$ cat src/design/bpfcap_pkg.sv
/* word, address and burst types, register map and controller states
   shared by the capture engine */
package bpfcap_pkg;

    typedef logic [31:0] word_t;     // data word on a bus or in a register
    typedef logic [31:0] addr_t;     // byte address into memory
    typedef logic [15:0] burst_t;    // avalon burst count
    typedef logic [2:0]  reg_addr_t; // host register index

    // host register map
    localparam reg_addr_t REG_STATUS     = 3'd0; // read only
    localparam reg_addr_t REG_CONTROL    = 3'd1; // bit 0 enables the header
    localparam reg_addr_t REG_COMMAND    = 3'd2;
    localparam reg_addr_t REG_PKT_BEGIN  = 3'd3;
    localparam reg_addr_t REG_PKT_END    = 3'd4;
    localparam reg_addr_t REG_BUF_START  = 3'd5;
    localparam reg_addr_t REG_BUF_SIZE   = 3'd6; // in bytes
    localparam reg_addr_t REG_LAST_WRITE = 3'd7; // read only

    // capture sequencing states
    typedef enum logic [1:0] {
        IDLE   = 2'd0,
        RUN    = 2'd1,
        FINISH = 2'd2,
        DONE   = 2'd3
    } ctrl_state_t;

endpackage : bpfcap_pkg

$ cat src/design/pkt_ctrl.sv
`timescale 1ns/1ns
/* capture sequencing FSM, starts both masters and waits for them to go idle */
module pkt_ctrl import bpfcap_pkg::*; (
    input  logic        clk,
    input  logic        reset,
    input  logic        new_request,
    input  logic        rd_ctrl_rdy,
    input  logic        wr_ctrl_rdy,
    output logic        rd_ctrl,
    output logic        wr_ctrl,
    output logic        busy,
    output logic        done,
    output ctrl_state_t state_out
);
    assign busy = (state_out == RUN) || (state_out == FINISH);
    assign done = (state_out == DONE);

    always_ff @(posedge clk) begin
        if (!reset) begin
            state_out <= IDLE;
            rd_ctrl   <= 1'b0;
            wr_ctrl   <= 1'b0;
        end else begin
            rd_ctrl <= 1'b0; // start strobes last one cycle
            wr_ctrl <= 1'b0;
            case (state_out)
                IDLE, DONE: begin
                    if (new_request) begin
                        state_out <= RUN;
                        rd_ctrl   <= 1'b1;
                        wr_ctrl   <= 1'b1;
                    end
                end
                // masters still report ready while the start strobe is high
                RUN:    if (rd_ctrl_rdy && wr_ctrl_rdy && !rd_ctrl) state_out <= FINISH;
                FINISH: state_out <= DONE;
                default: state_out <= IDLE;
            endcase
        end
    end

endmodule : pkt_ctrl

$ cat config.mk
export PLATFORM = sky130hd
export DESIGN_NAME = pkt_ctrl
export DESIGN_NICKNAME = d
export VERILOG_FILES = /design/src/design/bpfcap_pkg.sv /design/src/design/pkt_ctrl.sv
export SDC_FILE = /design/constraint.sdc
export NUM_CORES = 1
export LEC_CHECK = 0
export BUFFER_PORTS_ARGS = -buffer_cell sky130_fd_sc_hd__buf_2
export CAP_MARGIN = 20
export CORE_AREA = 5 5 42 44
export CTS_CLUSTER_DIAMETER = 30
export DETAILED_ROUTE_END_ITERATION = 16
export DIE_AREA = 0 0 47 49
export PLACE_DENSITY = 0.4
export RECOVER_POWER = 50
export SYNTH_ARGS = -nofsm -noshare
export SYNTH_HDL_FRONTEND = slang
export SYNTH_SLANG_ARGS = --single-unit
$ cat constraint.sdc
create_clock -name clk -period 1.4 [get_ports clk]
set_clock_uncertainty 0.1 [all_clocks]
set_input_delay 0.07 -clock clk [delete_from_list [all_inputs] [get_ports clk]]
set_output_delay 0.07 -clock clk [all_outputs]
set_load 0.02 [all_outputs]
# Yosys cells after proc, flatten, opt, wreduce, memory -nomap -nowiden
# Cells that the tools add are included.
[op_classes] reduce_logical=8 n_eq_ne=5 n_mux=4
[op_table] cell="case mux 2 bit (3 select lines)" n=1
[op_table] cell="equality test 2 bit (second input constant)" n=2
[op_table] cell="2-to-1 mux 2 bit" n=2
[op_table] cell="AND reduction 2 bit" n=2
[op_table] cell="equality test 2 x 1 -> 1 bit (second input constant)" n=1
[op_table] cell="logical AND 1 bit" n=2
[op_table] cell="zero test 2 bit" n=1
[op_table] cell="!= test 2 x 1 -> 1 bit (second input constant)" n=1
[op_table] cell="!= test 2 bit (second input constant)" n=1
[op_table] cell="OR reduction 2 bit" n=1
[op_table] cell="zero test 1 bit" n=1
[op_table] cell="logical OR 1 bit" n=1
[op_table] cell="2-to-1 mux 1 bit" n=1
[totals] out_inout_bits=6 reg_bits=3 inputBits=5 word_cells=19

# Logic depth before layout (Yosys ltp)
# Gate-level depths: netlist of the first run.
[depth] ltp_word=4 mapped_depth=5 mapped_depth_nobuf=5

# Worst setup path before layout of the first run
# Ideal clock, no wire load.
[synth_timing] path_type="reg-to-reg" startpoint="register state_out[1]" endpoint="register state_out[0]" setup_slack_ps=-156 path_stages_with_launch=6 setup_time_ps=115 synth_period_minus_slack_ps=1556 arrival_ps=1341 n_path_buf=0 required_ps=1185 path_cell_list="dfxtp_1 > inv_1 > ha_1 > nor2b_4 > o31a_1 > o21a_1"
[synth_between] elab_chain_cells=4 elab_cells_between_ends=9 classes_between="eq/ne (5); mux (1); reduce/logical (3)"
[synth_rtl] element="start, declared" line="pkt_ctrl.sv:13" source="output ctrl_state_t state_out"
[synth_rtl] element="start signal, assigned" line="pkt_ctrl.sv:20" source="state_out <= IDLE;"
[synth_rtl] element="start signal, assigned" line="pkt_ctrl.sv:29" source="state_out <= RUN;"
[synth_rtl] element="start signal, assigned" line="pkt_ctrl.sv:35" source="RUN: if (rd_ctrl_rdy && wr_ctrl_rdy && !rd_ctrl) state_out <= FINISH;"
[synth_rtl] element="equality test 2 bit or zero test 2 bit (tied branches)" line="pkt_ctrl.sv:26" source="case (state_out)"
[synth_rtl] element="OR reduction 2 bit" line="pkt_ctrl.sv:26"
[synth_rtl] element="!= test 2 bit (no source line)"
[synth_rtl] element="AND reduction 2 bit (no source line)"
# Several ways; a longest one is shown, not always the timed one.
# A chain may end at the register's enable or synchronous reset.

# Final worst setup path of the first run
# Ends and elaborated chain as after synthesis.

==> run metrics, run 1 <==
Cell Int Power just under 0.4 mW; Worst setup EP type flop; setup TNS 0 ps; Yosys Warn Count 0; Max Cap Viol 0; routed vias/inst between 3 and 4; Power Dens Cells roughly 2100 nW/µm²; relative slew slack slightly above 80%; first-pass GRT wire length ~720 µm; Final Max Slew Viols 0; CP Class flop to flop; Synth cell types 14; Least-Margin Pin Slew around 260 ps; Initial Util 13.3%; sequential fraction of the synthesis area 32.2%; Leak between 0.1 and 0.15 nW; worst min path class input pin to flop; Area Growth Syn to Fin 59.7%; # Post-CTS Setup Buffers 0; TritonCTS clock tree done; Synth Instances 20; Die Footprint 2300 µm²; fmax approximately 0.74 GHz; Vias between 150 and 200; HPWL after DPL between 300 and 400 µm; Root Buffer clkbuf_4; post-cts hold buffer count 1; mapped cell area approximately 190 µm²; post-layout min period 1360 ps; Placer Congestion 0.721; later-pin clock latency in the skew report between 200 and 250 ps; clock buffer depth 2; Synth top area share around a third; H-tree depth 1; WP data arrival around 1400 ps; Sw Pwr about 0.25 mW; Synth area leaders dfxtp_1, ha_1, nor2b_4, inv_1, a32o_1; part of the power in registers 25.3%; Die X 47 µm; Post-route DRC 0; nets@finish 42; Max Fanout on Critical Path 4; Fill cells 170; FF+latch count, synth 3; total routed wirelength around 440 µm; RSZ-0062 raised after global routing no; num ports 11; cts bufs inserted 3; CTS Sinks 3; Design Power 0.633 mW; Net Sw Frac roughly two fifths; Syn Area/Cell 9.32 µm²; final setup violation count 0; die height approximately 49 µm; fraction of layout cells with a size suffix above 1 between 40% and 50%; row cnt 14; VDD IR-drop max between 0.0006 and 0.0007 V; Final Hold Vio Count 0; drt pass-1 iters 2; vias in the first global route approximately 190; status completed; clock share of power 23.2%; n_diodes 0; critical path launch point type flop; Final Cycle Share between 90% and 100%; iteration-0 DRC count of the detailed router 2; initial antenna violation count 0; WL/cell 8.86 µm; post-synthesis net count 27; post-cts sizing count 0; Remaining Overflow, GRT 0; IO Port Bufs 10; power share of the combinational group roughly 50%; required time of the critical path between 1000 and 1500 ps; clk slew on worst S/H paths around 30 ps; Antenna Violating Nets Remaining 0; Yosys top cell by area dfxtp_1; Core Region 1400 µm²; All-Layer GR Usage 4.57%; largest net degree at the start of global routing 6
Yosys cell counts:
cell type,count
a32o_1,1
and2b_2,1
and3_2,1
and3b_1,1
buf_4,1
dfxtp_1,3
ha_1,2
inv_1,3
nand2_1,1
nor2_1,1
nor2b_4,1
o21a_1,1
o21ai_0,2
o31a_1,1
state kept, by name, summed over array words and instances, names as in the netlist:
name and flops:
state_out 2, wr_ctrl 1
area by class of cell:
class	instances	area (µm²)	area share (%)
multi-input cells	13	120	40.3
flip-flops and latches	3	65.1	21.8
repair buffers	11	55.1	18.5
clock buffers	4	26.3	8.82
well taps	16	20.0	6.72
inverters	3	11.3	3.78
stage by stage:
step | instances | util (%) | hold WS, ps | setup slack [ps] | area (µm²)
floorplan | 20 | - | 87.4 | 23.7 | 204
global placement | 45 | 19.0 | 226 | 44.6 | 267
detailed placement | 45 | 19.0 | 220 | 45.6 | 267
CTS | 50 | 21.6 | 48.5 | 40.3 | 303
global route | 50 | 21.3 | 70.9 | 4.39 | 298
finish | 50 | 21.3 | 59.7 | 44.0 | 298
cells by family (layout without fill, tap and decap cells):
group	after synthesis	after routing	share of synthesized area [%]
simple gates	6	6	24.8
buf+inv	4	18	10.1
compound gates	5	5	19.5
fa+ha+maj	2	2	13.4
flops	3	3	32.2
placed cells by master, fill, tap and decap left out:
master,instances
a32o_1,1
and2b_2,1
and3_2,1
and3b_1,1
buf_2,6
clkbuf_1,5
clkbuf_4,3
dfxtp_1,1
dfxtp_2,1
dfxtp_4,1
dlygate4sd3_1,1
ha_1,1
ha_4,1
inv_1,3
nand2_1,1
nor2_1,1
nor2b_4,1
o21a_1,1
o21ai_0,2
o31a_1,1
worst max-delay path: stages (launching register included):
cell     delay [ps]
dfxtp_4         340
inv_1            80
ha_4            210
nor2b_4         120
o31a_1          220
o21a_1          170
worst paths after layout:
check | startpoint | to | slack (ps) | cells past startpoint
worst min register to register | state_out[1] | state_out[1] | 430 | 1
worst max register to register | state_out[1] | state_out[0] | 40 | 5
worst min-delay path | new_request | wr_ctrl | 60 | 2
worst max-delay path | state_out[1] | state_out[0] | 40 | 5
power groups by stage:
stage / Combinational [mW] / Sequential (mW) / Clock, mW
CTS: 0.339 / 0.160 / 0.157
detailed placement: 0.336 / 0.161 / 0
global route: 0.358 / 0.167 / 0.158
global placement: 0.333 / 0.160 / 0
floorplan: 0.218 / 0.191 / 0
finish: 0.326 / 0.160 / 0.147
routing by layer:
layer | share of wire [%] | track usage (%) | routed length, µm | up-vias
met2 | 44 | 5.43 | 197 | 7
met1 | 45 | 5.70 | 200 | 86
li1 | - | - | - | 95
met5 | 0 | 0 | 0 | -
met4 | 0 | 5.53 | 0 | 0
met3 | 9.9 | 1.11 | 44 | 0
Note: power is estimated with default switching activity, not from simulation.
==> inputs of run 2 (changes only) <==
PLACE_DENSITY = default   (was 0.4)
PLACE_DENSITY_LB_ADDON = 0.25   (was default)
==> run 2 against run 1 <==
- count of clock-buffer cells in the layout unchanged
- via count up 1.6%
- sequential cell count unchanged
- critical path depth unchanged
- combinational power up 2%
- non-clock buffer count unchanged
- power up 1.2%
- largest cell class unchanged
- register-to-register slack better by 30 ps
==> run metrics, run 2 (synthesis gave the netlist of run 1 again) <==
clk slew on worst S/H paths about 40 ps; IO Port Bufs 10; num ports 11; Leak approximately 0.14 nW; total routed wirelength 458 µm; final setup violation count 0; Largest register FFs 2; routed vias/inst around 3.8; Core Region between 1000 and 1500 µm²; Vias 191; All-Layer GR Usage under 10%; vias in the first global route about 210; hold_ws about 64 ps; Initial Util 13.3%; Worst setup EP type flop; Area Growth Syn to Fin 59.7%; status completed; largest net degree at the start of global routing 6; Power Dens Cells around 2200 nW/µm²; WP data arrival roughly 1300 ps; RSZ-0062 raised after global routing no; clock buffer depth 2; Max Fanout on Critical Path 4; Root Buffer clkbuf_4; VDD IR-drop max around 0.00074 V; Max Cap Viol 0; post-layout min period between 1000 and 1500 ps; worst min path class input pin to flop; nets@finish 42; setup TNS 0 ps; Die Footprint 2300 µm²; iteration-0 DRC count of the detailed router 2; Placer Congestion 0.693; Final Cycle Share a little over nine tenths; drt pass-1 iters 2; first-pass GRT wire length approximately 900 µm; required time of the critical path between 1000 and 1500 ps; fmax 0.755 GHz; Remaining Overflow, GRT 0; CTS Sinks 3; WL/cell 9.16 µm; Largest Register state_out; TritonCTS clock tree done; CP Class flop to flop; cts bufs inserted 3; Final Max Slew Viols 0; leading registers by flop count state_out (2), wr_ctrl (1); n_diodes 0; Final Hold Vio Count 0; H-tree depth 1; Post-route DRC 0; initial antenna violation count 0; die height between 40 and 50 µm; Antenna Violating Nets Remaining 0; row cnt 14; most frequent cells in the layout buf_2, clkbuf_1, clkbuf_4; commonest non-fill, non-tap cell in the layout buf_2; Least-Margin Pin Slew 273 ps; Die X between 40 and 50 µm; relative slew slack 81.9%; fraction of layout cells with a size suffix above 1 47.1%; later-pin clock latency in the skew report 230 ps; # Post-CTS Setup Buffers 0; critical path launch point type flop
## run 2: cell count changes in the layout (fill, tap and decap cells not counted)
cell   before  now
inv_2       0    1
inv_1       3    2
## run 2: cell type report
| class | instances | area (µm²) |
|---|---|---|
| inverter | 3 | 11.3 |
| sequential | 3 | 65.1 |
| timing repair buffer | 11 | 55.1 |
| tap | 16 | 20.0 |
| fill | 166 | 1100 |
| clock buffer | 4 | 26.3 |
| multi-input combinational | 13 | 120 |
## run 2: path summary, 6_finish.rpt
path	from	end	slack, ps	cells after the start
hold reg to reg	state_out[1]	state_out[1]	420	1
setup reg to reg	state_out[1]	state_out[0]	80	5
hold / removal	new_request	wr_ctrl	60	2
setup / recovery	state_out[1]	state_out[0]	80	5
## run 2: metrics by stage
step                setup WS [ps]  std cells  total power, mW  util [%]  cell area [µm²]
detailed placement           39.4         45            0.505      19.0              267
floorplan                    23.7         20            0.409         -              204
finish                       76.1         50            0.641      21.3              298
global route                 13.0         50            0.719      21.3              298
CTS                          31.5         50            0.664      21.6              303
global placement             49.2         45            0.501      19.0              267
## run 2: critical path, stage by stage (launching register included)
cell and delay [ps]:
dfxtp_4 350, inv_2 40, ha_4 220, nor2b_4 120, o31a_1 230, o21a_1 160
## run 2: timing repair
item,4_1_cts,5_1_grt
gates resized for setup,0,1
setup endpoints to repair,0,1
hold endpoints to repair,1,0
hold buffers,1,0
## run 2: power by group
group | total, mW | switching [mW] | internal, mW
registers | 0.161 | 0.0354 | 0.125
clock network | 0.147 | 0.0406 | 0.107
logic | 0.333 | 0.176 | 0.157
## run 2: metal layers
layer / track usage [%] / share of wire, % / vias to the layer above
li1: - / - / 97
met1: 6.37 / 44 / 87
met2: 7.24 / 46 / 7
met3: 3.69 / 10 / 0
met4: 4.15 / 0 / 0
met5: 0 / 0 / -
