$ cat config.mk
export PLATFORM = sky130hd
export DESIGN_NAME = rd_ctrl_flat
export DESIGN_NICKNAME = d
export VERILOG_FILES = /design/src/design/bpfcap_pkg.sv /design/src/design/capture_fifo_if.sv /design/src/design/rd_ctrl.sv /design/src/flat_wrapper.sv
export SDC_FILE = /design/constraint.sdc
export NUM_CORES = 1
export LEC_CHECK = 0
export BUFFER_PORTS_ARGS = -buffer_cell sky130_fd_sc_hd__buf_4
export CELL_PAD_IN_SITES_DETAIL_PLACEMENT = 1
export CELL_PAD_IN_SITES_GLOBAL_PLACEMENT = 1
export CORE_MARGIN = 3
export CORE_UTILIZATION = 40
export CTS_BUF_LIST = sky130_fd_sc_hd__clkbuf_4 sky130_fd_sc_hd__clkbuf_8
export DETAILED_ROUTE_END_ITERATION = 10
export GPL_TIMING_DRIVEN = 0
export PLACE_DENSITY_LB_ADDON = 0.1
export SLEW_MARGIN = 20
export SYNTH_ARGS = -nofsm -noshare
export SYNTH_HDL_FRONTEND = slang
export SYNTH_SLANG_ARGS = --single-unit
$ cat constraint.sdc
create_clock -name clk -period 3.9 [get_ports clk]
set_input_delay 0.195 -clock clk [delete_from_list [all_inputs] [get_ports clk]]
set_output_delay 0.195 -clock clk [all_outputs]
set_load 0.01 [all_outputs]
$ cat src/design/bpfcap_pkg.sv
/* word, address and burst types, register map and controller states
   shared by the capture engine */
package bpfcap_pkg;

    typedef logic [31:0] word_t;     // data word on a bus or in a register
    typedef logic [31:0] addr_t;     // byte address into memory
    typedef logic [15:0] burst_t;    // avalon burst count
    typedef logic [2:0]  reg_addr_t; // host register index

    // host register map
    localparam reg_addr_t REG_STATUS     = 3'd0; // read only
    localparam reg_addr_t REG_CONTROL    = 3'd1; // bit 0 enables the header
    localparam reg_addr_t REG_COMMAND    = 3'd2;
    localparam reg_addr_t REG_PKT_BEGIN  = 3'd3;
    localparam reg_addr_t REG_PKT_END    = 3'd4;
    localparam reg_addr_t REG_BUF_START  = 3'd5;
    localparam reg_addr_t REG_BUF_SIZE   = 3'd6; // in bytes
    localparam reg_addr_t REG_LAST_WRITE = 3'd7; // read only

    // capture sequencing states
    typedef enum logic [1:0] {
        IDLE   = 2'd0,
        RUN    = 2'd1,
        FINISH = 2'd2,
        DONE   = 2'd3
    } ctrl_state_t;

endpackage : bpfcap_pkg

$ cat src/design/capture_fifo_if.sv
`timescale 1ns/1ns
/* FIFO signal bundle between the read master, the write master and the FIFO */
interface capture_fifo_if import bpfcap_pkg::*; #(
    parameter int FIFO_DEPTH = 256
);
    word_t                       data;         // word pushed by the read master
    logic                        wr_to_fifo;
    logic                        almost_full;
    logic                        rd_from_fifo; // pop, next word shows on q a cycle later
    word_t                       q;
    logic                        empty;
    logic [$clog2(FIFO_DEPTH):0] usedw;

    modport producer (output data, output wr_to_fifo, input almost_full);
    modport consumer (output rd_from_fifo, input q, input empty, input usedw);
    modport store (input data, input wr_to_fifo, input rd_from_fifo,
                   output q, output empty, output usedw, output almost_full);

endinterface : capture_fifo_if

$ cat src/design/rd_ctrl.sv
`timescale 1ns/1ns
/* avalon burst read master, walks the packet and pushes its words into the FIFO */
module rd_ctrl import bpfcap_pkg::*; #(
    parameter int BURST_SIZE_WORDS = 4
) (
    input  logic             clk,
    input  logic             reset,
    input  logic             rd_ctrl,
    input  addr_t            pkt_begin,
    input  addr_t            pkt_end,
    capture_fifo_if.producer fifo,
    output logic             rd_ctrl_rdy,
    output addr_t            address,
    input  word_t            readdata,
    output logic             read,
    output burst_t           burstcount,
    input  logic             readdatavalid,
    input  logic             waitrequest
);
    typedef enum logic [1:0] {RD_IDLE, RD_ISSUE, RD_WAIT, RD_DATA} rd_state_t;

    rd_state_t state;
    addr_t     next_addr;  // start of the next burst
    addr_t     words_left; // words not yet requested
    burst_t    beats_left; // words still due in the current burst
    burst_t    next_burst;

    // last burst of the packet may be short
    assign next_burst = (words_left < addr_t'(BURST_SIZE_WORDS)) ? burst_t'(words_left)
                                                                : burst_t'(BURST_SIZE_WORDS);
    assign rd_ctrl_rdy = (state == RD_IDLE);

    always_ff @(posedge clk) begin
        if (!reset) begin
            state      <= RD_IDLE;
            read       <= 1'b0;
            address    <= '0;
            burstcount <= '0;
            next_addr  <= '0;
            words_left <= '0;
            beats_left <= '0;
        end else begin
            case (state)
                RD_IDLE: begin
                    if (rd_ctrl) begin
                        next_addr  <= pkt_begin;
                        words_left <= (pkt_end - pkt_begin) >> 2;
                        state      <= RD_ISSUE;
                    end
                end
                RD_ISSUE: begin
                    if (words_left == '0) begin
                        state <= RD_IDLE;
                    end else if (!fifo.almost_full) begin // room for a whole burst
                        read       <= 1'b1;
                        address    <= next_addr;
                        burstcount <= next_burst;
                        state      <= RD_WAIT;
                    end
                end
                RD_WAIT: begin
                    if (!waitrequest) begin // request accepted
                        read       <= 1'b0;
                        beats_left <= burstcount;
                        next_addr  <= next_addr + (addr_t'(burstcount) << 2);
                        words_left <= words_left - addr_t'(burstcount);
                        state      <= RD_DATA;
                    end
                end
                RD_DATA: begin
                    if (readdatavalid) begin
                        beats_left <= beats_left - burst_t'(1);
                        if (beats_left == burst_t'(1)) state <= RD_ISSUE;
                    end
                end
                default: state <= RD_IDLE;
            endcase
        end
    end

    always_ff @(posedge clk) begin
        if (!reset) fifo.wr_to_fifo <= 1'b0;
        else        fifo.wr_to_fifo <= readdatavalid && (state == RD_DATA);
    end

    always_ff @(posedge clk) fifo.data <= readdata; // registered into the FIFO

endmodule : rd_ctrl

$ cat src/flat_wrapper.sv
// flat-port wrapper written by rule: the top's interface ports become plain ports
module rd_ctrl_flat import bpfcap_pkg::*;
#(
    parameter int BURST_SIZE_WORDS = 4
)
  (clk, reset, rd_ctrl, pkt_begin, pkt_end, rd_ctrl_rdy, address, readdata, read, burstcount, readdatavalid, waitrequest, fifo_data, fifo_wr_to_fifo, fifo_almost_full);
  capture_fifo_if fifo_i ();
  input  logic clk;
  input  logic reset;
  input  logic rd_ctrl;
  input  addr_t pkt_begin;
  input  addr_t pkt_end;
  output logic rd_ctrl_rdy;
  output addr_t address;
  input  word_t readdata;
  output logic read;
  output burst_t burstcount;
  input  logic readdatavalid;
  input  logic waitrequest;
  output wire logic [$bits(fifo_i.data)-1:0] fifo_data;
  output wire logic [$bits(fifo_i.wr_to_fifo)-1:0] fifo_wr_to_fifo;
  input wire logic [$bits(fifo_i.almost_full)-1:0] fifo_almost_full;
  assign fifo_data = fifo_i.data;
  assign fifo_wr_to_fifo = fifo_i.wr_to_fifo;
  assign fifo_i.almost_full = fifo_almost_full;
  rd_ctrl #(.BURST_SIZE_WORDS(BURST_SIZE_WORDS)) u_core (.clk(clk), .reset(reset), .rd_ctrl(rd_ctrl), .pkt_begin(pkt_begin), .pkt_end(pkt_end), .fifo(fifo_i), .rd_ctrl_rdy(rd_ctrl_rdy), .address(address), .readdata(readdata), .read(read), .burstcount(burstcount), .readdatavalid(readdatavalid), .waitrequest(waitrequest));
endmodule
* After elaboration in Yosys (flattened, before gate mapping)
Index checks and enable logic that the tools add are counted.
Storage, ports and cells: logic and storage cells 59, memories kept 0, output and inout port bits 83, memory bits (read-only) 0, register bits after elaboration 164, bits in latches 0, bits of input ports 102, RAM bits 0
Cells by class: multipliers 0, equal/unequal tests 11, shift-type cells 0, add/subtract/negate cells 4, div/mod/pow operators 0, reductions and logical operators 11, bitwise logic cells 2, muxes and demuxes 21, order comparisons 1
Operator list (number):
- two-way mux 32 bit | 4
- case mux 32 bit (2 select lines) | 2
- two-way mux 16 bit | 3
- adder 32 x 18 -> 32 bit | 1
- zero test 32 bit | 1
- less-than comparator 32 x 3 -> 1 bit (second input constant) | 1
- case mux 16 bit (2 select lines) | 1
- subtractor 32 x 16 -> 32 bit | 1
- subtractor 32 bit | 1
- == test 16 x 1 -> 1 bit (second input constant) | 1
- subtractor 16 x 1 -> 16 bit (second input constant) | 1
- two-way mux 2 bit | 6
- inequality test 2 bit (second input constant) | 5
- AND reduction 3 bit | 3
- case mux 2 bit (4 select lines) | 1
- nonzero test 2 bit | 3
- AND reduction 5 bit | 1
- == test 2 bit (second input constant) | 2
- AND reduction 4 bit | 1
- two-way mux 1 bit | 3
- inequality test 3 x 2 -> 1 bit (second input constant) | 1
- == test 2 x 1 -> 1 bit (second input constant) | 1
- zero test 2 bit | 1
- inequality test 2 x 1 -> 1 bit (second input constant) | 1
- 3 further kinds | 4

* Logic depth before layout (Yosys ltp)
word-level depth 4, gate-level depth with buffers 14

* Worst setup path before layout
No wires, ideal clock.
path type reg2reg, from register u_core.burstcount[0], to register u_core.next_addr[30], arrival time 3.131 ns, required time 3.763 ns, cell stages (with the launch flop) 15, setup slack 0.632 ns, clock period less this slack 3.268 ns, cells stage by stage dfxtp_1 > ha_1 > fa_1 > a21o_1 > a21oi_1 > o21bai_1 > a2111oi_0 > o31a_1 > o21ai_0 > a21oi_1 > or2_2 > buf_2 > o21ai_0 > a21oi_1 > a211oi_1
Between the ends: word-level cells in the longest chain between the ends 3
Ends and longest elaborated chain:
- start: declaration | line rd_ctrl.sv:16 | output burst_t burstcount,
- start signal: assignment | line rd_ctrl.sv:57 | burstcount <= next_burst;
- adder 32 x 18 -> 32 bit | line rd_ctrl.sv:65 | next_addr <= next_addr + (addr_t'(burstcount) << 2);
- two-way mux 32 bit | line rd_ctrl.sv:62 | if (!waitrequest) begin
- case mux 32 bit (2 select lines) | line rd_ctrl.sv:43 | case (state)
- end signal: assignment | line rd_ctrl.sv:46 | next_addr <= pkt_begin;
- end signal: assignment | line rd_ctrl.sv:65
- end: declaration | line rd_ctrl.sv:23 | addr_t next_addr;
Every way passes these cells. The select of a mux whose other input is x is not followed. A chain may end at the register's enable or synchronous reset.

* Worst setup path in the final report
Same ends and word-level chain as after synthesis.

==> flow_metrics.py <==
metrics = {
    "synth": {
        "synth_edf_count": 0,
        "synth-xor-area-share_pct": 4.36,
        "syn-num-nets": 1392,
        "ys_seq_elements": 164,
        "synth_most_common_cell": "dfxtp_1",
        "synth-seq-area-share_pct": 34.8,
        "yosysUniqueCellTypes": 71,
        "async_flop_share_pct": 0,
        "synth_top_area_share_pct": 34.8,
        "synth_common_cells": "164 x dfxtp_1, 160 x nand2_1, 137 x a21oi_1",
        "yosys.area_share.adder_pct": 9.43,
        "syn-cell-area_sq_um": 9450,
        "yosysTopAreaCell": "dfxtp_1",
        "synth-simple-area-share_pct": 21.0,
        "synth_compound_area_share_pct": 24.7,
        "synth.avg_cell_area_sq_um": 7.74,
        "synth_mux_area_share_pct": 0.543,
        "ys.flop_type": "dfxtp_1",
        "synthesis.yosys.warnings": 0,
        "synthCells": 1220,
        "synth_top_family_by_area": "compound AO/OA/AOI/OAI gates",
        "synth_area_leaders": "dfxtp_1 35%, ha_1 9.0%, a21oi_1 7.3%, nand2_1 6.4%, o21ai_0 3.9%",
    },
    "drt": {
        "first_pass_iters": 5,
        "drtIter0Drc": 780,
        "wl_per_cell_microns": 21.8,
        "via_count": 10300,
        "drtAntennaViolNets": 0,
        "drcViolationCount": 0,
        "viasPerCell": 5.80,
        "routed_wl_microns": 38800,
    },
    "timing": {
        "clock_skew_ns": 0.0147,
        "worst_pin_slew_ns": 0.978,
        "period_needed_ns": 3.77,
        "finalHoldViolations": 0,
        "relSlewSlack_pct": 34.8,
        "timing.final.crit_share_pct": 96.7,
        "report.final.slew_viol_count": 0,
        "finalSetupViolCount": 0,
        "clock.fmax_mhz": 265,
    },
    "floorplan": {
        "die_h_microns": 160,
        "initial_core_util_pct": 41.2,
        "die_area_sq_um": 25500,
        "io_pins": 185,
        "placementRows": 55,
        "coreArea_sq_um": 22900,
        "die_x_microns": 160,
    },
    "cts": {
        "clk_pin_slew_ns": 0.11,
        "cts_buffers": 17,
        "cts_root_buf": "clkbuf_8",
        "clockBufferDepth": 2,
        "htree_levels": 4,
        "clk_latency_ns": 0.48,
        "cts_tree": "done",
        "numClockSinks": 164,
    },
    "grt": {
        "gr-max-usage-layer": "met2",
        "overflow": 0,
        "use_met3_pct": 4.77,
        "antenna_found_initial": 0,
        "grt_max_degree": 21,
        "grt_pass1_vias": 10500,
        "grt.total_usage_pct": 29.6,
        "grtUsageMet2_pct": 50.7,
        "grtUsageMet1_pct": 37.5,
        "grt_pass1_wl_microns": 59700,
    },
    "placed_design": {
        "dp_hpwl_microns": 28600,
        "io_buffers": 184,
        "gp_congestion": 0.944,
    },
    "power_and_ir_drop": {
        "max-vdd-ir-drop_mv": 0.240,
        "leakagePower_nw": 5.11,
        "finalPower_mw": 4.83,
        "power_density_nw_per_um2": 402,
    },
    "final_layout": {
        "antennaDiodeCount": 0,
        "area_growth_pct": 27.1,
        "nets": 1628,
        "layout-drive-gt1-share_pct": 16.3,
        "nFillCells": 2883,
        "utilization_pct": 52.4,
    },
    "critical_path": {
        "critPathLaunchType": "register",
        "worstPathArrival_ns": 4.10,
        "cp.required_ns": 4.23,
        "crit_type": "register to register",
        "r2r_setup_slack_ns": 0.13,
        "cp_max_fo": 8,
        "endpoint_kind": "register",
    },
    "worst_hold_path": {
        "holdCritPathClass": "input pin to register",
    },
    "run_status": {
        "outcome": "finished clean",
    },
    "job": {
        "maxCapViolCount": 0,
    },
}
==> worst paths after layout <==
path,from,to,depth (start not counted)
worst max-delay path,u_core.burstcount[0],u_core.next_addr[30],14
worst min-delay path,waitrequest,u_core.read,3
worst max register to register,u_core.burstcount[0],u_core.next_addr[30],14
worst min register to register,u_core.address[12],u_core.address[12],2
==> placed cells by master, fill, tap and decap left out, drive strengths merged, types with 4 or more instances in the layout <==
cell	Yosys	final
buf	7	191
dfxtp	164	164
nand2	160	160
a21oi	138	138
nor2	95	95
inv	71	80
o21ai	77	77
clkbuf	52	69
ha	68	68
nor3	41	41
nand3	33	33
dlygate4sd3	0	33
xnor2	29	29
a21o	27	27
a211oi	24	24
nand2b	18	18
xor2	18	18
nor4	16	16
o211ai	13	13
o22ai	12	12
a31oi	12	12
nand4	11	11
nor2b	11	11
a22oi	10	10
o21a	8	8
o21bai	8	8
and2	7	7
or3	7	7
clkinv	1	7
or2	6	6
o31ai	6	6
a311oi	6	6
or4	6	6
o221ai	5	5
o32ai	4	4
mux2i	4	4
and3	4	4
==> timing repair <==
action	CTS	global route
resized for setup	5	3
hold endpoints to repair	33	0
pin swaps	0	1
setup buffers	0	0
gates cloned	0	0
hold buffers	33	0
setup endpoints to repair	10	6
==> through the flow <==
stage	cells	cell area (sq um)	setup TNS [ns]	setup WS (ns)	hold WS [ns]
after detailed placement	1717	11200	-0.631	-0.222	0.300
final	1782	12000	0	0.129	0.0285
after global placement	1717	11200	-0.155	-0.0751	0.299
after global routing	1782	12000	-0.0628	-0.0592	0.0190
after floorplan	1220	9450	0	0.632	0.223
after CTS	1782	12000	0	0.0831	0.00416
==> cells by family (layout without fill, tap and decap cells) <==
kind of cell / count (synthesis) / count (layout)
AO/OA/AOI/OAI: 376 / 376
XOR/XNOR: 47 / 47
adder cells (fa/ha/maj): 70 / 70
buffers and inverters: 131 / 380
flip-flops: 164 / 164
multiplexers: 5 / 5
AND/OR/NAND/NOR: 427 / 427
==> final cells by class <==
| class | count | area, sq um | share of cell area (%) |
|---|---|---|---|
| Tap cell | 313 | 392 | 3.26 |
| Inverter | 72 | 270 | 2.25 |
| Timing Repair Buffer | 217 | 1710 | 14.3 |
| Clock buffer | 17 | 234 | 1.95 |
| Clock inverter | 15 | 194 | 1.61 |
| Buffer | 59 | 224 | 1.86 |
| Multi-Input combinational cell | 925 | 5700 | 47.5 |
| Sequential cell | 164 | 3280 | 27.3 |
==> sequential cells by signal (all words and copies together), names as in the netlist <==
register and cells:
u_core.state 2, u_core.read 1, u_core.words_left 32, u_core.burstcount 16
u_core.next_addr 32, u_core.fifo.wr_to_fifo 1, u_core.fifo.data 32, u_core.beats_left 16
u_core.address 32
==> power breakdown <==
| part | total [mW] | internal [mW] | switching (mW) | leakage, nW |
|---|---|---|---|---|
| clock network | 1.35 | 0.509 | 0.844 | 0.215 |
| logic | 1.53 | 0.607 | 0.925 | 3.54 |
| registers | 1.94 | 1.81 | 0.135 | 1.35 |
==> critical path, stage by stage, from the launching register on <==
cell and delay, ns:
dfxtp_1 0.42, ha_1 0.28, fa_1 0.41, a21o_1 0.20, a21oi_1 0.24, o21bai_1 0.15
a2111oi_2 0.50, o31a_1 0.26, o21ai_0 0.12, a21oi_2 0.32, or2_2 0.17, buf_2 0.18
o21ai_0 0.10, a21oi_1 0.20, a211oi_1 0.07
==> per-layer routing <==
metal / vias up / part of all wire [%] / wire [microns]
li1: 4833 / - / -
met1: 5022 / 42 / 16300
met2: 398 / 48 / 18700
met3: 84 / 6.6 / 2570
met4: 0 / 3.3 / 1280
met5: - / 0 / 0
Power figures use the tool's default switching activity.
