File: config.mk
export PLATFORM = sky130hd
export DESIGN_NAME = wr_ctrl_flat
export DESIGN_NICKNAME = d
export VERILOG_FILES = /design/src/design/bpfcap_pkg.sv /design/src/design/capture_fifo_if.sv /design/src/design/wr_ctrl.sv /design/src/flat_wrapper.sv
export SDC_FILE = /design/constraint.sdc
export NUM_CORES = 1
export LEC_CHECK = 0
export BUFFER_PORTS_ARGS = -buffer_cell sky130_fd_sc_hd__buf_2
export CAP_MARGIN = 5
export CORE_MARGIN = 2
export CORE_UTILIZATION = 60
export DETAILED_ROUTE_END_ITERATION = 12
export MAX_ROUTING_LAYER = met4
export PLACE_DENSITY = 0.85
export SYNTH_ARGS = -nofsm -noshare
export SYNTH_HDL_FRONTEND = slang
export SYNTH_SLANG_ARGS = --single-unit
File: constraint.sdc
create_clock -name clk -period 34.3 [get_ports clk]
set_clock_uncertainty 0.05 [all_clocks]
set_input_delay 5.145 -clock clk [delete_from_list [all_inputs] [get_ports clk]]
set_output_delay 5.145 -clock clk [all_outputs]
set_load 0.05 [all_outputs]
File: src/design/bpfcap_pkg.sv
/* word, address and burst types, register map and controller states
   shared by the capture engine */
package bpfcap_pkg;

    typedef logic [31:0] word_t;     // data word on a bus or in a register
    typedef logic [31:0] addr_t;     // byte address into memory
    typedef logic [15:0] burst_t;    // avalon burst count
    typedef logic [2:0]  reg_addr_t; // host register index

    // host register map
    localparam reg_addr_t REG_STATUS     = 3'd0; // read only
    localparam reg_addr_t REG_CONTROL    = 3'd1; // bit 0 enables the header
    localparam reg_addr_t REG_COMMAND    = 3'd2;
    localparam reg_addr_t REG_PKT_BEGIN  = 3'd3;
    localparam reg_addr_t REG_PKT_END    = 3'd4;
    localparam reg_addr_t REG_BUF_START  = 3'd5;
    localparam reg_addr_t REG_BUF_SIZE   = 3'd6; // in bytes
    localparam reg_addr_t REG_LAST_WRITE = 3'd7; // read only

    // capture sequencing states
    typedef enum logic [1:0] {
        IDLE   = 2'd0,
        RUN    = 2'd1,
        FINISH = 2'd2,
        DONE   = 2'd3
    } ctrl_state_t;

endpackage : bpfcap_pkg

File: src/design/capture_fifo_if.sv
`timescale 1ns/1ns
/* FIFO signal bundle between the read master, the write master and the FIFO */
interface capture_fifo_if import bpfcap_pkg::*; #(
    parameter int FIFO_DEPTH = 256
);
    word_t                       data;         // word pushed by the read master
    logic                        wr_to_fifo;
    logic                        almost_full;
    logic                        rd_from_fifo; // pop, next word shows on q a cycle later
    word_t                       q;
    logic                        empty;
    logic [$clog2(FIFO_DEPTH):0] usedw;

    modport producer (output data, output wr_to_fifo, input almost_full);
    modport consumer (output rd_from_fifo, input q, input empty, input usedw);
    modport store (input data, input wr_to_fifo, input rd_from_fifo,
                   output q, output empty, output usedw, output almost_full);

endinterface : capture_fifo_if

File: src/design/wr_ctrl.sv
`timescale 1ns/1ns
/* avalon burst write master, writes an optional length/timestamp header and the
   packet words from the FIFO into the ring-shaped capture buffer */
module wr_ctrl import bpfcap_pkg::*; #(
    parameter int BURST_SIZE_WORDS = 4,
    parameter int FIFO_DEPTH       = 256
) (
    input  logic             clk,
    input  logic             reset,
    input  logic             wr_ctrl,
    input  word_t            control,
    input  addr_t            pkt_begin,
    input  addr_t            pkt_end,
    input  addr_t            capt_buf_start,
    input  word_t            capt_buf_size,
    input  word_t            nanoseconds,
    capture_fifo_if.consumer fifo,
    output logic             wr_ctrl_rdy,
    output addr_t            last_write_addr,
    output logic             capt_buf_wrap,
    output addr_t            address,
    output word_t            writedata,
    output logic             write,
    output burst_t           burstcount,
    input  logic             waitrequest
);
    localparam int USEDW_W = $clog2(FIFO_DEPTH) + 1;

    typedef enum logic [2:0] {WR_IDLE, WR_SETUP, WR_HDR, WR_ISSUE, WR_DATA} wr_state_t;

    wr_state_t state;
    addr_t     wr_ptr;     // ring write pointer, kept across captures
    addr_t     cur_addr;
    addr_t     pkt_len;    // bytes
    addr_t     words_left;
    word_t     stamp;
    logic      hdr_en;
    logic      hdr_beat;   // 0 length word, 1 timestamp word
    burst_t    loads_left; // beats of the burst not yet taken from the FIFO
    burst_t    next_burst;
    addr_t     buf_end;
    addr_t     rec_len;
    addr_t     base;
    logic      wrap_needed;
    logic      beat_done;
    logic      load;

    assign buf_end     = capt_buf_start + capt_buf_size;
    assign rec_len     = pkt_len + (hdr_en ? 32'd8 : 32'd0);
    // pointer outside the buffer restarts at its start
    assign base        = ((wr_ptr >= capt_buf_start) && (wr_ptr < buf_end)) ? wr_ptr
                                                                            : capt_buf_start;
    assign wrap_needed = (base + rec_len) > buf_end;
    assign next_burst  = (words_left < addr_t'(BURST_SIZE_WORDS)) ? burst_t'(words_left)
                                                                 : burst_t'(BURST_SIZE_WORDS);
    assign beat_done   = write && !waitrequest;
    assign load        = (state == WR_DATA) && (loads_left != '0) && !fifo.empty
                         && (!write || beat_done);
    assign fifo.rd_from_fifo = load;
    assign wr_ctrl_rdy = (state == WR_IDLE);

    always_ff @(posedge clk) begin
        if (!reset) begin
            state           <= WR_IDLE;
            write           <= 1'b0;
            capt_buf_wrap   <= 1'b0;
            last_write_addr <= '0;
            wr_ptr          <= '0;
            hdr_beat        <= 1'b0;
            loads_left      <= '0;
        end else begin
            case (state)
                WR_IDLE: begin
                    if (wr_ctrl) begin
                        pkt_len       <= pkt_end - pkt_begin;
                        hdr_en        <= control[0];
                        stamp         <= nanoseconds; // time of the capture start
                        capt_buf_wrap <= 1'b0;
                        state         <= WR_SETUP;
                    end
                end
                WR_SETUP: begin
                    words_left    <= pkt_len >> 2;
                    cur_addr      <= wrap_needed ? capt_buf_start : base;
                    address       <= wrap_needed ? capt_buf_start : base;
                    capt_buf_wrap <= wrap_needed;
                    if (hdr_en) begin
                        burstcount <= burst_t'(2);
                        writedata  <= pkt_len;
                        hdr_beat   <= 1'b0;
                        write      <= 1'b1;
                        state      <= WR_HDR;
                    end else begin
                        state <= WR_ISSUE;
                    end
                end
                WR_HDR: begin
                    if (!waitrequest) begin
                        if (!hdr_beat) begin
                            writedata <= stamp;
                            hdr_beat  <= 1'b1;
                        end else begin
                            write    <= 1'b0;
                            cur_addr <= cur_addr + 32'd8;
                            state    <= WR_ISSUE;
                        end
                    end
                end
                WR_ISSUE: begin
                    if (words_left == '0) begin // record complete
                        last_write_addr <= cur_addr;
                        wr_ptr          <= cur_addr;
                        state           <= WR_IDLE;
                    end else if (fifo.usedw >= USEDW_W'(next_burst)) begin
                        address    <= cur_addr;
                        burstcount <= next_burst;
                        loads_left <= next_burst;
                        state      <= WR_DATA;
                    end
                end
                WR_DATA: begin
                    if (load) begin
                        writedata  <= fifo.q;
                        write      <= 1'b1;
                        loads_left <= loads_left - burst_t'(1);
                    end else if (beat_done) begin
                        write <= 1'b0; // FIFO ran empty or burst over
                        if (loads_left == '0) begin
                            cur_addr   <= cur_addr + (addr_t'(burstcount) << 2);
                            words_left <= words_left - addr_t'(burstcount);
                            state      <= WR_ISSUE;
                        end
                    end
                end
                default: state <= WR_IDLE;
            endcase
        end
    end

endmodule : wr_ctrl

File: src/flat_wrapper.sv
// flat-port wrapper written by rule: the top's interface ports become plain ports
module wr_ctrl_flat import bpfcap_pkg::*;
#(
    parameter int BURST_SIZE_WORDS = 4,
    parameter int FIFO_DEPTH       = 256
)
  (clk, reset, wr_ctrl, control, pkt_begin, pkt_end, capt_buf_start, capt_buf_size, nanoseconds, wr_ctrl_rdy, last_write_addr, capt_buf_wrap, address, writedata, write, burstcount, waitrequest, fifo_rd_from_fifo, fifo_q, fifo_empty, fifo_usedw);
  capture_fifo_if #(.FIFO_DEPTH(FIFO_DEPTH)) fifo_i ();
  input  logic clk;
  input  logic reset;
  input  logic wr_ctrl;
  input  word_t control;
  input  addr_t pkt_begin;
  input  addr_t pkt_end;
  input  addr_t capt_buf_start;
  input  word_t capt_buf_size;
  input  word_t nanoseconds;
  output logic wr_ctrl_rdy;
  output addr_t last_write_addr;
  output logic capt_buf_wrap;
  output addr_t address;
  output word_t writedata;
  output logic write;
  output burst_t burstcount;
  input  logic waitrequest;
  output wire logic [$bits(fifo_i.rd_from_fifo)-1:0] fifo_rd_from_fifo;
  input wire logic [$bits(fifo_i.q)-1:0] fifo_q;
  input wire logic [$bits(fifo_i.empty)-1:0] fifo_empty;
  input wire logic [$bits(fifo_i.usedw)-1:0] fifo_usedw;
  assign fifo_rd_from_fifo = fifo_i.rd_from_fifo;
  assign fifo_i.q = fifo_q;
  assign fifo_i.empty = fifo_empty;
  assign fifo_i.usedw = fifo_usedw;
  wr_ctrl #(.BURST_SIZE_WORDS(BURST_SIZE_WORDS), .FIFO_DEPTH(FIFO_DEPTH)) u_core (.clk(clk), .reset(reset), .wr_ctrl(wr_ctrl), .control(control), .pkt_begin(pkt_begin), .pkt_end(pkt_end), .capt_buf_start(capt_buf_start), .capt_buf_size(capt_buf_size), .nanoseconds(nanoseconds), .fifo(fifo_i), .wr_ctrl_rdy(wr_ctrl_rdy), .last_write_addr(last_write_addr), .capt_buf_wrap(capt_buf_wrap), .address(address), .writedata(writedata), .write(write), .burstcount(burstcount), .waitrequest(waitrequest));
endmodule
=== Word-level counts from Yosys, hierarchy flattened ===
Index checks and enable logic that the tools add are counted.

* Output and inout bits: 116
* Bits in registers: 263
* Bits of input ports: 238

* Reductions and logical operators: 31
* Eq/ne operators: 17
* Add/subtract/negate cells: 8
* Muxes and demuxes: 49
* Order comparisons: 5

{| class="wikitable"
|+ Operators with widths
! kind !! number
|-
| $mux W32 || 16
|-
| $pmux W32 S3 || 2
|-
| $pmux W32 S2 || 2
|-
| $add A32 B32 Y32 || 3
|-
| $mux W16 || 5
|-
| $pmux W16 S2 || 2
|-
| $add A32 B18 Y32 || 1
|-
| $add A32 B4 Y32 const B || 1
|-
| $ge A32 B32 Y1 || 1
|-
| $gt A32 B32 Y1 || 1
|-
| $logic_not A32 Y1 || 1
|-
| $lt A32 B3 Y1 const B || 1
|-
| $lt A32 B32 Y1 || 1
|-
| $sub A32 B16 Y32 || 1
|-
| $sub A32 B32 Y32 || 1
|-
| $mux W3 || 8
|-
| $logic_not A16 Y1 || 1
|-
| $reduce_bool A16 Y1 || 1
|-
| $sub A16 B1 Y16 const B || 1
|-
| $pmux W3 S5 || 1
|-
| $reduce_and A5 Y1 || 3
|-
| $ne A2 B2 Y1 const B || 7
|-
| $reduce_and A7 Y1 || 2
|-
| $reduce_bool A2 Y1 || 5
|-
| other kinds (20) || 42
|}

=== Longest topological paths before layout ===
* Word-level depth: 8
* Gate-level depth with buffers: 53
* Gate-level depth less buffers: 50

=== Least setup slack after synthesis ===
No wires, ideal clock.

* Kind: input to register
* Start: input port capt_buf_start[0]
* End: register u_core.cur_addr[3], data pin
* Stages: 51
* Library setup time: 0.275 ns
* Buffers on the path: 3
* Data arrival time: 14.523 ns
* Setup slack: 19.451 ns
* Required time: 33.975 ns
* Path through: ha_1 > inv_1 > fa_1 > nor2b_1 > o31a_1 > o21ai_0 > nand3b_1 > a31o_2 > a21o_1 > a31oi_1 > o21ai_0 > o21a_1 > a21o_1 > a21oi_1 > xor2_1 > ha_1 > nand4_1 > or2_2 > (+15 left out) > nand2_1 > a21boi_0 > o21ba_2 > xnor2_1 > ha_1 > a21o_1 > a21o_1 > a21o_1 > a21oi_1 > nor2b_1 > o21ai_0 > nand2b_1 > a21oi_1 > nand3_1 > a21oi_2 > buf_2 > mux2i_1 > o221ai_1

* Word-level cells in the longest chain between the ends: 8
* Elaborated cells on any way between the ends: 9
* Classes of those cells: add/sub (2); order compare (3); mux (3); reduce/logical (1)

{| class="wikitable"
|+ RTL lines
! item !! line !! source
|-
| start, declared || flat_wrapper.sv:15 || <nowiki>input addr_t capt_buf_start;</nowiki>
|-
| $add A32 B32 Y32 || wr_ctrl.sv:48 || <nowiki>assign buf_end = capt_buf_start + capt_buf_size;</nowiki>
|-
| $lt A32 B32 Y1 || wr_ctrl.sv:51 || <nowiki>assign base = ((wr_ptr >= capt_buf_start) && (wr_ptr < buf_end)) ? wr_ptr</nowiki>
|-
| $logic_and A1 B1 Y1 || wr_ctrl.sv:51 ||
|-
| $mux W32 || wr_ctrl.sv:51 ||
|-
| $add A32 B32 Y32 || wr_ctrl.sv:53 || <nowiki>assign wrap_needed = (base + rec_len) > buf_end;</nowiki>
|-
| $gt A32 B32 Y1 || wr_ctrl.sv:53 ||
|-
| $mux W32 * || wr_ctrl.sv:84 || <nowiki>cur_addr <= wrap_needed ? capt_buf_start : base;</nowiki>
|-
| $pmux W32 S3 * || wr_ctrl.sv:72 || <nowiki>case (state)</nowiki>
|-
| end signal, assigned || wr_ctrl.sv:84 ||
|-
| end signal, assigned || wr_ctrl.sv:104 || <nowiki>cur_addr <= cur_addr + 32'd8;</nowiki>
|-
| end signal, assigned || wr_ctrl.sv:129 || <nowiki>cur_addr <= cur_addr + (addr_t'(burstcount) << 2);</nowiki>
|-
| end, declared || wr_ctrl.sv:33 || <nowiki>addr_t cur_addr;</nowiki>
|}

Mark *: on every way between the ends. The rest lies on a longest branch, timed or not.
A chain may end at the register's enable or synchronous reset.

=== Worst setup path in the final report ===
* Start: input port capt_buf_start[0]
* End: register u_core.cur_addr[13], data pin

The elaborated chain is that of the path after synthesis.

==> results.json <==
{
  "grt_antenna_before_repair": 5,
  "synth_compound_area_share_pct": 19.3,
  "layout.nets": 3039,
  "clkSinkCount": 263,
  "reg2reg_to": "u_core.cur_addr[13]",
  "overflow": 0,
  "hold_end": "u_core.capt_buf_wrap",
  "timing.hold.ws_ps": 408,
  "n_fill_cell": 2596,
  "cts.reportedPaths.clkPinSlew_ps": 60,
  "die_height_um": 188,
  "setup_tns_ps": 0,
  "initial_core_util_pct": 60.8,
  "vias": 18700,
  "synth.area.mux_share_pct": 3.50,
  "place_ws_ps": 17360,
  "clockBufferDepth": 3,
  "cp_common_cell": "a21o_1",
  "cts_made_buffers": 30,
  "path_class": "primary input to register",
  "final_min_period_over_clock_period_pct": 48.3,
  "min_path_cells": 2,
  "hold_class": "register to register",
  "endpoint_kind": "register",
  "synthCells": 2219,
  "cp.arrival_ps": 16800,
  "max_stage_delay_ps": 520,
  "grt_pass1_vias": 18300,
  "multi_input_area_mm2": 0.0123,
  "wire_per_inst_um": 20.2,
  "finalHoldViolCount": 0,
  "pwr_density_cell_mw_per_mm2": 60.1,
  "grt_pass1_wl_mm": 94.4,
  "rr_startpoint": "u_core.last_write_addr[26]",
  "rows": 67,
  "areaGrowthSynthToFinish_pct": 15.5,
  "final_max_slew_viol_count": 0,
  "setup_ws_ps": 17730,
  "root_buffer": "clkbuf_16",
  "ir_drop_mv": 0.0498,
  "rrSetupSlack_ps": 24430,
  "synth_simple_gate_area_share_pct": 14.7,
  "timing.fmax_mhz": 60.3,
  "dieArea_mm2": 0.0354,
  "max_cap_violations": 0,
  "ios": 354,
  "synthXorXnorAreaFrac_pct": 5.97,
  "hpwl_mm": 46.7,
  "cp.required_ps": 34530,
  "grt_max_degree": 71,
  "rsz0062_at_grt": "no",
  "layout-drive-gt1-share_pct": 17.7,
  "syn_area_mm2": 0.0203,
  "cpMaxStageDelayCell": "a21o_1",
  "ctsResizeCount": 0,
  "max_slew_margin_pct": 27.2,
  "status": "completed",
  "ys_warn_count": 0,
  "track_usage_pct": 34.6,
  "cp_max_fo": 32,
  "setup-violations-final": 0,
  "startpoint_type": "primary input",
  "drc_errors": 0,
  "ys_async_sr_fraction_pct": 0,
  "post_cts_buffers": 0,
  "htree_num_levels": 1,
  "cp-startpoint": "capt_buf_start[0]",
  "synth_ff_type": "edfxtp_1",
  "leakage_nw": 10.6,
  "synth_enable_flop_cells": 209,
  "place_inst": 2955,
  "ff_latch_area_mm2": 0.00736,
  "die_w_um": 188,
  "synth_cell_types": 76,
  "tightest_slew_ps": 1090,
  "clock_latency_ps": 570,
  "min_from": "u_core.capt_buf_wrap",
  "syn_avg_cell_area_um2": 9.16,
  "yosysSeqAreaShare_pct": 36.2,
  "synth_adder_area_share_pct": 16.4,
  "ant_nets": 0,
  "min_period_ps": 16570,
  "dr.pass1.iters": 7,
  "fin_cells": 3015,
  "p_total_w": 0.00141,
  "core_mm2": 0.0334,
  "synth_top_family_by_area": "compound AO/OA/AOI/OAI gates",
  "tritoncts": "built",
  "hold_buffers": 0,
  "drt_iter0_drc": 2192,
  "routed_via_density": 6.19,
  "reg2reg_depth": 39,
  "portBuffers": 322,
  "globalplace.congestion": 0.978,
  "ys_ff_latch": 263,
  "totalWireLength_mm": 61.0
}
per-layer routing:
| metal | routed length [µm] | vias to the layer above | global-route usage (%) |
|---|---|---|---|
| li1 | - | 8759 | - |
| met1 | 24700 | 8785 | 43.5 |
| met2 | 29100 | 975 | 57.4 |
| met3 | 4990 | 145 | 3.99 |
| met4 | 2200 | 0 | 12.9 |
| met5 | 0 | - | - |
placed cells by master (no fill, tap or decap), types with 7 or more instances in the layout:
master | netlist | routed
a211oi_1 | 9 | 9
a21boi_0 | 13 | 12
a21o_1 | 64 | 64
a21oi_1 | 197 | 196
a22oi_1 | 45 | 45
a31oi_1 | 30 | 30
and3_1 | 24 | 23
buf_2 | 3 | 322
buf_4 | 1 | 21
clkbuf_1 | 61 | 8
clkbuf_16 | 0 | 31
conb_1 | 2 | 19
dfxtp_1 | 54 | 54
edfxtp_1 | 209 | 209
ha_1 | 256 | 256
inv_1 | 136 | 136
mux2_2 | 32 | 32
mux2i_1 | 35 | 35
nand2_1 | 262 | 260
nand2b_1 | 18 | 18
nand3_1 | 49 | 49
nand3b_1 | 7 | 7
nand4_1 | 32 | 32
nor2_1 | 143 | 141
nor2b_1 | 20 | 20
nor3_1 | 35 | 33
nor4_1 | 9 | 9
o211ai_1 | 9 | 9
o21a_1 | 20 | 20
o21ai_0 | 155 | 155
o21bai_1 | 13 | 13
o22ai_1 | 9 | 9
o31ai_1 | 11 | 11
or2_2 | 10 | 10
or3_1 | 21 | 21
xnor2_1 | 84 | 84
xor2_1 | 52 | 52
stage by stage:
stage          utilization [%]  area, µm²
2_1_floorplan                -      20400
3_3_place_gp              67.3      22500
3_5_place_dp              67.3      22500
4_1_cts                   70.2      23500
5_1_grt                   70.2      23500
6_report                  70.2      23500
registers in the layout, indices dropped and copies added (netlist names):
signal,flops
u_core.pkt_len,32
u_core.hdr_beat,1
u_core.writedata,32
u_core.address,32
u_core.stamp,32
u_core.hdr_en,1
u_core.loads_left,16
u_core.burstcount,16
u_core.write,1
u_core.capt_buf_wrap,1
u_core.state,3
u_core.words_left,32
u_core.last_write_addr,32
u_core.cur_addr,32
cells in the mapped netlist, types with 4 or more instances:
master       n  area (µm²)
nor4_1       9        56.3
nand3_1     49         245
mux2_2      32         360
dfxtp_1     54        1080
o22ai_1      9        56.3
o31ai_1     11        82.6
a21oi_1    197         986
o21ai_0    155         776
nand4_1     32         200
and4_1       4        35.0
xnor2_1     84         736
nor3_1      35         175
nand3b_1     7        52.6
mux2i_1     35         350
edfxtp_1   209        6280
or3_1       21         131
xor2_1      52         455
o21a_1      20         150
o21bai_1    13        97.6
o211a_1      4        40.0
ha_1       256        3200
nor2b_1     20         125
a21boi_0    13        97.6
or2_2       10        62.6
o221ai_1     4        35.0
a41o_1       4        40.0
buf_1        5        18.8
and2_1       4        25.0
a211o_1      4        35.0
fa_1         6         120
nand2_1    262         983
a22oi_1     45         338
inv_1      136         510
a21o_1      64         480
a211oi_1     9        67.6
a31oi_1     30         188
o2111ai_1    4        35.0
clkbuf_1    61         229
nand2b_1    18         113
a41oi_1      4        35.0
o211ai_1     9        67.6
and3_1      24         150
nor2_1     143         537
cell families after synthesis:
logic type	Yosys count
AOI/OAI and AO/OA	631
xor gates and xnor gates	137
adders and majority gates	263
buffers and inverters	208
DFF	263
muxes	67
other	2
and+or+nand+nor	648
worst max-delay path, delay by kind of cell:
| kind | cells | cell delay (ps) |
|---|---|---|
| AOI/OAI and AO/OA | 26 | 5800 |
| adders and majority gates | 7 | 1850 |
| and+or+nand+nor | 11 | 1480 |
| buffers and inverters | 5 | 1320 |
| muxes | 2 | 790 |
| xor gates and xnor gates | 2 | 410 |
layout make-up:
cell class              count  area share [%]
repair buffers            343            7.53
multi-input cells        1765            52.4
well taps                 448            2.39
clock buffers              39            3.43
diodes                      5          0.0533
clock inverters            16           0.719
flip-flops and latches    263            31.3
inverters                 136            2.17
worst max-delay path by stage:
stage,end
5_1_grt,u_core.cur_addr[13]
3_5_place_dp,u_core.address[20]
4_1_cts,u_core.address[20]
2_1_floorplan,u_core.cur_addr[3]
6_report,u_core.cur_addr[13]
3_3_place_gp,u_core.address[22]
power by group:
part	leakage (nW)	internal, W	switching, W
Combinational	7.74	0.000216	0.000398
Clock	0.474	0.000188	0.000134
Sequential	2.35	0.000428	0.0000473
Power figures use the tool's default switching activity.
